File: src/common/rvCore_params.svh
// ####################
// Core width and reset parameters
// ####################

`ifndef RVCORE_PARAMS_SVH
`define RVCORE_PARAMS_SVH

// Data path width
`define XLEN 32

// Byte address width on the memory port
`define ADDR_W 32

// First fetch address after reset
`define RESET_PC 32'h0000_0000

`endif

File: src/common/rvCorePkg.sv
// ####################
// Shared types of the multicycle RV32I core
// FSM states, opcodes, ALU ops and mux selects
// ####################

package rvCorePkg;

    // Controller states, encodings as in the classic multicycle FSM
    typedef enum logic [3:0] {
        sFetch    = 4'd0,
        sDecode   = 4'd1,
        sMemAddr  = 4'd2,
        sMemRead  = 4'd3,
        sMemWb    = 4'd4,
        sMemWrite = 4'd5,
        sExecuteR = 4'd6,
        sAluWb    = 4'd7,
        sExecuteI = 4'd8,
        sJal      = 4'd9,
        sBeq      = 4'd10,
        sError    = 4'd15   // Sticky, core halted
    } ctrlStateT;

    // Major opcodes, instr[6:0]
    typedef enum logic [6:0] {
        opLoad   = 7'b0000011,
        opStore  = 7'b0100011,
        opReg    = 7'b0110011,  // R-type ALU
        opImm    = 7'b0010011,  // I-type ALU
        opJal    = 7'b1101111,
        opBranch = 7'b1100011
    } opcodeT;

    typedef enum logic [2:0] {
        aluAdd = 3'b000,
        aluSub = 3'b001,
        aluAnd = 3'b010,
        aluOr  = 3'b011,
        aluSlt = 3'b101     // Signed compare
    } aluOpT;

    typedef enum logic [1:0] {srcAPc, srcAOldPc, srcARegA} srcASelT;

    typedef enum logic [1:0] {srcBRegB, srcBImm, srcBFour} srcBSelT;

    // Result bus source
    typedef enum logic [1:0] {resAluOut, resData, resAluResult} resultSelT;

    typedef enum logic [1:0] {immI, immS, immB, immJ} immSelT;

endpackage

File: src/rtl/controller.sv
// ####################
// Multicycle control FSM
// Moore state outputs, memory strobe sequencing and ALU decode
// ####################

`timescale 1ns/100ps

module controller import rvCorePkg::*; (
    input  logic      clk,
    input  logic      reset,
    input  opcodeT    opcode,
    input  logic [2:0] funct3,
    input  logic      funct7b5,
    input  logic      zero,       // From ALU, beq taken when set
    input  logic      memBusy,
    input  logic      memAck,
    output logic      memStb,
    output logic      memWe,
    output logic      adrSrc,     // 0 PC, 1 result bus
    output logic      pcWrite,
    output logic      irWrite,
    output logic      regWrite,
    output srcASelT   srcA,
    output srcBSelT   srcB,
    output resultSelT resultSel,
    output immSelT    immSel,
    output aluOpT     aluCtrl,
    output logic      halted
);

    ctrlStateT state, nextState;
    logic issued;    // Request of the current memory state is out
    logic started;   // Low for the reset cycle, keeps the port quiet
    logic memState;  // Fetch, memRead or memWrite

    // ALU op for R and I types
    function automatic aluOpT decodeAlu(input logic [2:0] f3, input logic sub);
        case (f3)
            3'b000:  decodeAlu = sub ? aluSub : aluAdd;
            3'b010:  decodeAlu = aluSlt;
            3'b110:  decodeAlu = aluOr;
            3'b111:  decodeAlu = aluAnd;
            default: decodeAlu = aluAdd;  // Unsupported funct3
        endcase
    endfunction

    always_ff @(posedge clk or posedge reset)
    begin
        if (reset)
        begin
            state   <= sFetch;
            issued  <= 1'b0;
            started <= 1'b0;
        end
        else
        begin
            state   <= nextState;
            started <= 1'b1;
            if (memAck)
                issued <= 1'b0;     // Response closes the request
            else if (memStb)
                issued <= 1'b1;
        end
    end

    assign memState = (state == sFetch) || (state == sMemRead) || (state == sMemWrite);
    // One strobe per memory state, first non-busy cycle
    assign memStb = started && memState && !issued && !memBusy;

    // Next state
    always_comb
    begin
        nextState = state;
        case (state)
            sFetch:    if (memAck) nextState = sDecode;
            sDecode:
            begin
                case (opcode)
                    opLoad, opStore: nextState = sMemAddr;
                    opReg:           nextState = sExecuteR;
                    opImm:           nextState = sExecuteI;
                    opJal:           nextState = sJal;
                    opBranch:        nextState = (funct3 == 3'b000) ? sBeq : sError;
                    default:         nextState = sError;  // Illegal opcode
                endcase
            end
            sMemAddr:  nextState = (opcode == opStore) ? sMemWrite : sMemRead;
            sMemRead:  if (memAck) nextState = sMemWb;
            sMemWb:    nextState = sFetch;
            sMemWrite: if (memAck) nextState = sFetch;
            sExecuteR, sExecuteI, sJal: nextState = sAluWb;
            sAluWb:    nextState = sFetch;
            sBeq:      nextState = sFetch;
            default:   nextState = sError;  // Error holds here
        endcase
    end

    // Immediate format follows the opcode
    always_comb
    begin
        case (opcode)
            opStore:  immSel = immS;
            opBranch: immSel = immB;
            opJal:    immSel = immJ;
            default:  immSel = immI;
        endcase
    end

    // Moore outputs, plus ack gating in fetch
    always_comb
    begin
        adrSrc    = 1'b0;
        srcA      = srcARegA;
        srcB      = srcBImm;
        aluCtrl   = aluAdd;
        resultSel = resAluOut;
        pcWrite   = 1'b0;
        irWrite   = 1'b0;
        regWrite  = 1'b0;
        memWe     = 1'b0;
        halted    = 1'b0;
        case (state)
            sFetch:
            begin
                srcA      = srcAPc;        // PC + 4
                srcB      = srcBFour;
                resultSel = resAluResult;
                irWrite   = memAck;
                pcWrite   = memAck;
            end
            sDecode:   srcA = srcAOldPc;   // Branch or jump target into aluOut
            sMemRead:  adrSrc = 1'b1;      // ALU keeps recomputing rs1 + imm
            sMemWb:
            begin
                resultSel = resData;
                regWrite  = 1'b1;
            end
            sMemWrite:
            begin
                adrSrc = 1'b1;
                memWe  = 1'b1;
            end
            sExecuteR:
            begin
                srcB    = srcBRegB;
                aluCtrl = decodeAlu(funct3, funct7b5);
            end
            sExecuteI: aluCtrl = decodeAlu(funct3, 1'b0);
            sAluWb:    regWrite = 1'b1;
            sJal:
            begin
                srcA    = srcAOldPc;       // Link value
                srcB    = srcBFour;
                pcWrite = 1'b1;            // Target from decode
            end
            sBeq:
            begin
                srcB    = srcBRegB;
                aluCtrl = aluSub;
                pcWrite = zero;
            end
            sError:    halted = 1'b1;
            default:   halted = 1'b0;
        endcase
    end

    // Memory port rules
    assert property (@(posedge clk) disable iff (reset) memAck |-> issued)
        else $error("memAck with no request outstanding");
    assert property (@(posedge clk) disable iff (reset) memStb |=> !memStb)
        else $error("memStb with a request outstanding");

endmodule

File: src/datapath/rvAlu.sv
// ####################
// Combinational ALU
// add, sub, and, or, signed slt with zero flag
// ####################

`timescale 1ns/100ps

`include "rvCore_params.svh"

module rvAlu import rvCorePkg::*; (
    input  logic [`XLEN-1:0] a,
    input  logic [`XLEN-1:0] b,
    input  aluOpT            aluCtrl,
    output logic [`XLEN-1:0] result,
    output logic             zero
);

    logic [`XLEN-1:0] diff;
    logic             lessThan;

    // Shared by sub, beq and slt
    assign diff = a - b;
    assign lessThan = $signed(a) < $signed(b);

    always_comb
    begin
        case (aluCtrl)
            aluAdd:  result = a + b;
            aluSub:  result = diff;
            aluAnd:  result = a & b;
            aluOr:   result = a | b;
            aluSlt:  result = {{(`XLEN-1){1'b0}}, lessThan};
            default: result = a + b;
        endcase
    end

    // Branch compare result
    assign zero = (result == '0);

endmodule

File: src/datapath/regFile.sv
// ####################
// 32 x XLEN register file
// Two async reads, one write, x0 reads zero
// ####################

`timescale 1ns/100ps

`include "rvCore_params.svh"

module regFile (
    input  logic             clk,
    input  logic             reset,
    input  logic [4:0]       ra1,
    input  logic [4:0]       ra2,
    input  logic [4:0]       wa,
    input  logic [`XLEN-1:0] wd,
    input  logic             we,
    output logic [`XLEN-1:0] rd1,
    output logic [`XLEN-1:0] rd2
);

    logic [`XLEN-1:0] regs [32];

    always_ff @(posedge clk or posedge reset)
    begin
        if (reset)
        begin
            for (int i = 0; i < 32; i++)
                regs[i] <= '0;      // Known start state for the program
        end
        else if (we && (wa != 5'd0))
            regs[wa] <= wd;         // x0 never written
    end

    assign rd1 = regs[ra1];
    assign rd2 = regs[ra2];

endmodule

File: src/datapath/rvDatapath.sv
// ####################
// Multicycle datapath
// PC, IR, data and ALU-out registers, operand muxes, immediates
// ####################

`timescale 1ns/100ps

`include "rvCore_params.svh"

module rvDatapath import rvCorePkg::*; (
    input  logic              clk,
    input  logic              reset,
    input  logic              pcWrite,
    input  logic              irWrite,
    input  logic              regWrite,
    input  logic              adrSrc,
    input  srcASelT           srcA,
    input  srcBSelT           srcB,
    input  resultSelT         resultSel,
    input  immSelT            immSel,
    input  aluOpT             aluCtrl,
    input  logic [`XLEN-1:0]  memRdata,
    output logic [`ADDR_W-1:0] memAddr,
    output logic [`XLEN-1:0]  memWdata,
    output opcodeT            opcode,
    output logic [2:0]        funct3,
    output logic              funct7b5,
    output logic              zero
);

    localparam logic [`XLEN-1:0] Four = `XLEN'd4;

    logic [`XLEN-1:0] pc, oldPc, instr, data;
    logic [`XLEN-1:0] regA, regB, aluOut;
    logic [`XLEN-1:0] rd1, rd2, imm;
    logic [`XLEN-1:0] aVal, bVal, aluResult, result;
    logic [`XLEN-1:0] adr;

    // PC takes PC + 4 or a jump target
    always_ff @(posedge clk or posedge reset)
    begin
        if (reset)
            pc <= `RESET_PC;
        else if (pcWrite)
            pc <= result;
    end

    always_ff @(posedge clk)
    begin
        if (irWrite)
        begin
            instr <= memRdata;
            oldPc <= pc;            // PC of this instruction
        end
        data   <= memRdata;         // Holds the word taken on memAck
        regA   <= rd1;
        regB   <= rd2;
        aluOut <= aluResult;
    end

    regFile uRegs (
        .clk   (clk),
        .reset (reset),
        .ra1   (instr[19:15]),
        .ra2   (instr[24:20]),
        .wa    (instr[11:7]),
        .wd    (result),
        .we    (regWrite),
        .rd1   (rd1),
        .rd2   (rd2)
    );

    // Sign-extended immediate per format
    always_comb
    begin
        case (immSel)
            immS:    imm = {{(`XLEN-12){instr[31]}}, instr[31:25], instr[11:7]};
            immB:    imm = {{(`XLEN-12){instr[31]}}, instr[7], instr[30:25],
                            instr[11:8], 1'b0};
            immJ:    imm = {{(`XLEN-20){instr[31]}}, instr[19:12], instr[20],
                            instr[30:21], 1'b0};
            default: imm = {{(`XLEN-12){instr[31]}}, instr[31:20]};
        endcase
    end

    always_comb
    begin
        case (srcA)
            srcAPc:    aVal = pc;
            srcAOldPc: aVal = oldPc;
            default:   aVal = regA;
        endcase
        case (srcB)
            srcBRegB: bVal = regB;
            srcBImm:  bVal = imm;
            default:  bVal = Four;  // PC increment and link
        endcase
    end

    rvAlu uAlu (
        .a       (aVal),
        .b       (bVal),
        .aluCtrl (aluCtrl),
        .result  (aluResult),
        .zero    (zero)
    );

    always_comb
    begin
        case (resultSel)
            resData:      result = data;
            resAluResult: result = aluResult;
            default:      result = aluOut;
        endcase
    end

    assign adr      = adrSrc ? result : pc;   // Data access or fetch
    assign memAddr  = adr[`ADDR_W-1:0];
    assign memWdata = regB;                   // rs2 for sw

    assign opcode   = opcodeT'(instr[6:0]);
    assign funct3   = instr[14:12];
    assign funct7b5 = instr[30];

endmodule

File: src/rtl/rvCore.sv
// ####################
// RV32I subset multicycle core
// Controller plus datapath on one word memory port
// ####################

`timescale 1ns/100ps

`include "rvCore_params.svh"

module rvCore import rvCorePkg::*; (
    input  logic               clk,
    input  logic               reset,
    output logic               memStb,
    output logic               memWe,
    output logic [`ADDR_W-1:0] memAddr,
    output logic [`XLEN-1:0]   memWdata,
    input  logic               memBusy,
    input  logic               memAck,
    input  logic [`XLEN-1:0]   memRdata,
    output logic               halted
);

    // Controller to datapath
    logic      pcWrite, irWrite, regWrite, adrSrc;
    srcASelT   srcA;
    srcBSelT   srcB;
    resultSelT resultSel;
    immSelT    immSel;
    aluOpT     aluCtrl;

    // Datapath status back to the FSM
    opcodeT     opcode;
    logic [2:0] funct3;
    logic       funct7b5, zero;

    controller uCtrl (
        .clk (clk), .reset (reset),
        .opcode (opcode), .funct3 (funct3), .funct7b5 (funct7b5), .zero (zero),
        .memBusy (memBusy), .memAck (memAck), .memStb (memStb), .memWe (memWe),
        .adrSrc (adrSrc), .pcWrite (pcWrite), .irWrite (irWrite),
        .regWrite (regWrite), .srcA (srcA), .srcB (srcB),
        .resultSel (resultSel), .immSel (immSel), .aluCtrl (aluCtrl),
        .halted (halted)
    );

    rvDatapath uDp (
        .clk (clk), .reset (reset),
        .pcWrite (pcWrite), .irWrite (irWrite), .regWrite (regWrite),
        .adrSrc (adrSrc), .srcA (srcA), .srcB (srcB),
        .resultSel (resultSel), .immSel (immSel), .aluCtrl (aluCtrl),
        .memRdata (memRdata), .memAddr (memAddr), .memWdata (memWdata),
        .opcode (opcode), .funct3 (funct3), .funct7b5 (funct7b5), .zero (zero)
    );

endmodule

File: config.mk
export PLATFORM = sky130hd
export DESIGN_NAME = rvCore
export DESIGN_NICKNAME = d
export VERILOG_FILES = /design/src/common/rvCorePkg.sv /design/src/rtl/controller.sv /design/src/datapath/rvAlu.sv /design/src/datapath/regFile.sv /design/src/datapath/rvDatapath.sv /design/src/rtl/rvCore.sv
export VERILOG_INCLUDE_DIRS = /design/src /design/src/common
export SDC_FILE = /design/constraint.sdc
export NUM_CORES = 2
export LEC_CHECK = 0
export BUFFER_PORTS_ARGS = -buffer_cell sky130_fd_sc_hd__buf_4
export CORE_ASPECT_RATIO = 1.25
export CORE_UTILIZATION = 60
export CTS_BUF_LIST = sky130_fd_sc_hd__clkbuf_2 sky130_fd_sc_hd__clkbuf_4 sky130_fd_sc_hd__clkbuf_8
export DETAILED_ROUTE_END_ITERATION = 12
export PLACE_DENSITY = 0.87
export SYNTH_ARGS = -nofsm -noshare
export SYNTH_HDL_FRONTEND = slang
export SYNTH_SLANG_ARGS = --single-unit
File: constraint.sdc
create_clock -name clk -period 60.3 [get_ports clk]
set_input_delay 6.03 -clock clk [delete_from_list [all_inputs] [get_ports clk]]
set_output_delay 6.03 -clock clk [all_outputs]
set_load 0.005 [all_outputs]
## After elaboration in Yosys (flattened, before gate mapping)

Cells that the tools add are included.

- Flip-flop bits (word level): 1254
- Output and inout bits: 67
- Input bits: 36
- Word-level logic and storage cells: 151

- Bitwise operators: 5
- Eq/ne operators: 34
- Reductions and logical operators: 25
- Add/sub/neg operators: 2
- Multiplexer cells: 38
- $lt $le $gt $ge: 5

Operators with widths:

| cell | number |
|---|---|
| 1024-bit bitwise mux | 1 |
| 32-bit binary-select mux with 5-bit select | 2 |
| 32-bit two-way mux | 6 |
| 32-bit case mux with 2 select lines | 3 |
| 32-bit demux with 5-bit select | 1 |
| 32-bit case mux with 4 select lines | 1 |
| 20-bit case mux with 3 select lines | 1 |
| 32-bit adder | 1 |
| 32-bit bitwise AND | 1 |
| 32-bit logical NOT | 1 |
| 32-bit < comparator | 1 |
| 32-bit bitwise OR | 1 |
| 32-bit subtractor | 1 |
| 4-bit case mux with 7 select lines | 1 |
| 4-bit case mux with 5 select lines | 1 |
| 6-bit greater-or-equal comparator, second input constant | 3 |
| 5-bit NOT with 6-bit output | 3 |
| 3-bit case mux with 3 select lines | 2 |
| 4-bit by 3-bit == test with 1-bit output, second input constant | 4 |
| 4-bit == test, second input constant | 4 |
| 7-bit by 6-bit == test with 1-bit output, second input constant | 2 |
| 7-bit == test, second input constant | 2 |
| 4-bit two-way mux | 3 |
| 2-bit case mux with 2 select lines | 3 |
| 27 further kinds | 60 |

## Depth between registers and ports, before layout

- Depth in word-level cells: 9
- Gate-level depth with buffers: 24
- Depth with buffers taken out: 21

## Modules after synthesis

From an unflattened synthesis, not the netlist that was laid out.

- Cells, all modules: 6117
- Area, all modules: 69895.8 µm²

By module, submodules not included:

| module | sequential area each (µm²) | cells an instance | area an instance (µm²) | instances |
|---|---|---|---|---|
| regFile | 25624.6 | 4602 | 55939.9 | 1 |
| rvDatapath | 5285.1 | 629 | 8021.4 | 1 |
| rvAlu | 0.0 | 778 | 5131.2 | 1 |
| controller | 150.1 | 108 | 803.3 | 1 |

## Least setup slack after synthesis

Ideal clock, no wire load.

- Path kind: input to output
- From: input memBusy
- To: output memStb
- Buffers on the path: 0
- Required time: 54270 ps
- Path slack: 47953 ps
- Arrival time: 6317 ps
- Cell stages on the path: 3
- Cell sequence: nor2_1 > nand2_1 > a21oi_1

- Cells in the longest elaborated chain, start to end: 2

Ends and longest elaborated chain:

| item | line | text |
|---|---|---|
| from (decl) | rvCore.sv:17 | `input logic memBusy,` |
| 1-bit logical NOT | controller.sv:68 | `assign memStb = started && memState && !issued && !memBusy;` |
| 1-bit logical AND | controller.sv:68 |  |
| to (decl) | rvCore.sv:13 | `output logic memStb,` |

Every way passes these cells.

## Worst setup path after layout

- From: register uCtrl.state[0]
- To: output memAddr[14]

- Cells in the longest elaborated chain, start to end: 9
- Elaborated cells on any way between the ends: 37
- Classes of those cells: 2 x add/sub; 16 x eq/ne; 10 x mux; 2 x bitwise; 7 x reduce/logical

Ends and longest elaborated chain:

| item | line | text |
|---|---|---|
| from (decl) | controller.sv:31 | `ctrlStateT state, nextState;` |
| from (signal assigned) | controller.sv:51 | `state <= sFetch;` |
| from (signal assigned) | controller.sv:57 | `state <= nextState;` |
| 4-bit by 1-bit == test with 1-bit output, or another cell as far along | controller.sv:122 | `case (state)` |
| 2-bit OR reduction (no source line) | n/a |  |
| 2-bit case mux with 2 select lines | controller.sv:122 |  |
| 2-bit by 1-bit == test with 1-bit output, or another cell as far along | rvDatapath.sv:88 | `case (srcA)` |
| 32-bit case mux with 2 select lines (on tied branches) | rvDatapath.sv:88, rvDatapath.sv:93 |  |
| 32-bit adder, or another cell as far along | rvAlu.sv:28, rvAlu.sv:33 |  |
| 32-bit case mux with 4 select lines * | rvAlu.sv:27 | `case (aluCtrl)` |
| net uDp.aluResult[14] | rvDatapath.sv:36 | `` logic [`XLEN-1:0] aVal, bVal, aluResult, result; `` |
| 32-bit case mux with 2 select lines * | rvDatapath.sv:110 | `case (resultSel)` |
| 32-bit two-way mux * | rvDatapath.sv:117 | `assign adr = adrSrc ? result : pc;` |
| to (decl) | rvCore.sv:15 | `` output logic [`ADDR_W-1:0] memAddr, `` |

Mark *: on every way through the listed nets, which the timed path passes. The rest lies on a longest branch.

==> flow_metrics.tcl <==
set metrics [dict create \
    rsz0062_at_grt "false" \
    finalClockSkew_ns 0.0582 \
    synthMuxAreaShare_pct 24.9 \
    synthAdderAreaFrac_pct 1.95 \
    ys_async_sr_fraction_pct 84.7 \
    hold_violations 0 \
    grt_pass1_wl_microns 328000 \
    finalSetupTns_ns 0 \
    synthSimpleGateAreaFrac_pct 8.79 \
    netlist_instances 5719 \
    rows 135 \
    path_max_fanout 33 \
    internal-power_uw 2010 \
    antenna_left 0 \
    setup_violations 0 \
    synth_nets 5855 \
    pwr-share-seq_pct 38.1 \
    cp-end-kind "output port" \
    io_pins 103 \
    met2_usage_pct 60.9 \
    status "finished, violations left" \
    ys_seq_area_share_pct 47.5 \
    reg2reg_depth 18 \
    worst_pin_slew_ns 1.43 \
    fmaxAchievable_mhz 67.8 \
    initial_core_util_pct 60.5 \
    pwr-share-comb_pct 39.7 \
    grt_util_met3_pct 15.0 \
    routed_wl_microns 223000 \
    postCtsSetupRepairBufs 0 \
    die_w_microns 297 \
    synth-main-ff-cell "dfrtp_1" \
    die_h_microns 371 \
    worst_slew_margin_rel_pct 4.58 \
    synth_edf_count 64 \
    tritoncts "done" \
    area_growth_pct 8.62 \
    dr.pass1.iters 11 \
    worst-setup-path-type "register to output port" \
    p_per_area_nw_per_um2 47.7 \
    vias 52800 \
    dpl.hpwl_microns 128000 \
    htreeDepth 4 \
    track_usage_pct 40.5 \
    postCtsHoldBufs 0 \
    cts.sink_count 1254 \
    synth_seq_cells 1254 \
    whs_path_depth 0 \
    fin_crit_ns 14.76 \
    grt-ovfl-total 0 \
    vdd_drop_max_v 0.0000376 \
    p_sw_uw 1380 \
    start_kind "register" \
    vias_per_cell 7.39 \
    grt_max_degree 200 \
    hold_ws_ns 0.402 \
    p_leak_uw 0.0309 \
    avgRoutedWirePerCell_microns 31.2 \
    p_sw_share_pct 40.7 \
    yosys_warnings 0 \
    cts_inserted_buffers 180 \
    place.gp.congestion 1.08 \
    min_period_over_period_pct 24.5 \
    busiest_layer "met2" \
    worst_skew_pair.late_latency_ns 0.96 \
    antenna_found_initial 15 \
    fp.coreArea_sq_um 108000 \
    n_fill_cell 7127 \
    drive_above_1_share_pct 24.5 \
    clkPwrFrac_pct 22.1 \
    drt-initial-drc-count 8110 \
    grt_pass1_vias 53200 \
    drv_cap 0 \
    numPortBuffers 102 \
    final_nets 5673 \
    violations "DRC" \
    clkTransAtPathRegs_ns 0.07 \
    die_area_sq_um 110000 \
    syn_area_per_cell_sq_um 11.4 \
    clock-root-buffer "clkbuf_8" \
    synth_top_family_by_area "multiplexers" \
    grt_util_met1_pct 47.1 \
    cts-resized-gates 0 \
    ys_types 89 \
    worstPathArrival_ns 8.73 \
    drc 3 \
    synth_xor_area_share_pct 0.161 \
    syn_area_sq_um 65400 \
    required_ns 54.27 \
    final_max_slew_viol_count 0 \
    synth_compound_area_share_pct 12.6 \
    cts_max_path_buffers 3 \
    hp-class "register to register" \
]
critical path, cell delays in order (launching register included):
cell and delay (ns):
dfrtp_1 0.75, nand2b_1 0.34, nor2_4 0.92, nor2_4 0.44
a221o_1 0.45, ha_1 0.60, inv_1 0.17, a21oi_1 0.29
o31ai_1 0.13, a211oi_1 0.81, o221a_2 0.35, o21ai_0 0.18
a22oi_1 0.20, nor2_1 0.08, a21oi_2 1.04, o21ai_0 0.69
buf_4 0.32
per-layer routing:
metal / routed length [microns] / up-vias / share of wire (%)
met3: 31800 / 1426 / 14
li1: - / 20600 / -
met5: 28 / - / 0.013
met4: 20600 / 4 / 9.2
met1: 69500 / 25900 / 31
met2: 101000 / 4906 / 45
logic make-up after synthesis:
family / count (synthesis)
XOR/XNOR: 12
other: 1
AO/OA/AOI/OAI: 1444
multiplexers: 809
adder cells (fa/ha/maj): 101
flip-flops: 1254
AND/OR/NAND/NOR: 1399
buffers and inverters: 699
cells in the mapped netlist (all sizes together), types with 64 or more instances:
master,count,area (sq um)
nand2,1080,4050
dfrtp,1062,26600
o21ai,1031,5160
mux4,640,14400
clkbuf,495,1860
inv,136,510
nor2,136,510
mux2,131,1480
dfxtp,128,2560
a21oi,111,563
ha,98,1230
buf,68,288
edfxtp,64,1920
registers in the layout, indices dropped and copies added (netlist names):
signal	flops
uDp.oldPc	32
uDp.instr	32
uDp.pc	32
uCtrl.started	1
uDp.memWdata	32
uDp.regA	32
uDp.uRegs.regs	1024
uDp.data	32
uDp.aluOut	32
uCtrl.issued	1
uCtrl.state	4
layout make-up:
type	instances	area, sq um	area share (%)
diodes	15	37.5	0.0529
clock buffers	287	3510	4.94
clock inverters	51	470	0.663
inverters	136	518	0.730
multi-input cells	3766	32100	45.2
flip-flops and latches	1254	31100	43.7
well taps	1438	1800	2.53
repair buffers	199	1540	2.17
through the flow:
stage	total power [uW]	setup slack (ns)	instances	cell area, sq um	utilization [%]
detailed placement	2570	46.93	6793	67000	62.0
global route	3510	45.36	7133	71000	65.7
floorplan	2110	24.38	5719	65400	-
global placement	2500	47.20	6793	67000	62.0
finish	3390	45.54	7146	71000	65.7
CTS	3320	45.95	7131	71000	65.6
worst paths after layout:
kind                                                       start                          endpoint  slack [ns]
worst max-delay path                  uCtrl.state[0]$_DFFE_PP0P_                       memAddr[14]       45.54
worst min-delay path            uDp.uRegs.regs[1015]$_DFFE_PP0P_  uDp.uRegs.regs[1015]$_DFFE_PP0P_        0.40
worst max register to register        uCtrl.state[0]$_DFFE_PP0P_            uDp.pc[16]$_DFFE_PP0P_       51.59
worst min register to register  uDp.uRegs.regs[1015]$_DFFE_PP0P_  uDp.uRegs.regs[1015]$_DFFE_PP0P_        0.40
max in group asynchronous                                  reset            uDp.pc[27]$_DFFE_PP0P_       51.71
min in group asynchronous                                  reset   uDp.uRegs.regs[484]$_DFFE_PP0P_        5.28
placed cells by master, fill, tap and decap left out, types with 11 or more instances in the layout:
master,n
a211o_1,11
edfxtp_1,64
clkinv_2,20
a211oi_1,13
clkbuf_8,216
a221o_1,47
buf_4,195
mux4_2,640
a21o_1,29
clkbuf_4,71
nor2_1,134
mux2i_1,38
dfrtp_1,1062
or3_1,13
a21oi_2,17
mux2_2,129
o21ai_2,14
inv_1,135
o21a_1,13
diode_2,15
ha_1,97
nand2b_1,26
nand2_4,31
a22o_1,14
a21oi_1,92
xnor2_1,11
nor3_1,27
o21ai_0,1014
a22oi_1,27
nand3_1,18
o211ai_1,27
dfxtp_1,128
nand2_1,1049
nor2b_1,21
power by group through the flow:
stage,clock network (uW),logic (uW),registers [uW]
final,749,1350,1290
after global routing,777,1430,1310
after CTS,743,1300,1270
after detailed placement,0,1290,1280
after global placement,0,1250,1250
after floorplan,0,903,1210
No activity file was read; power rests on OpenSTA's default activity.
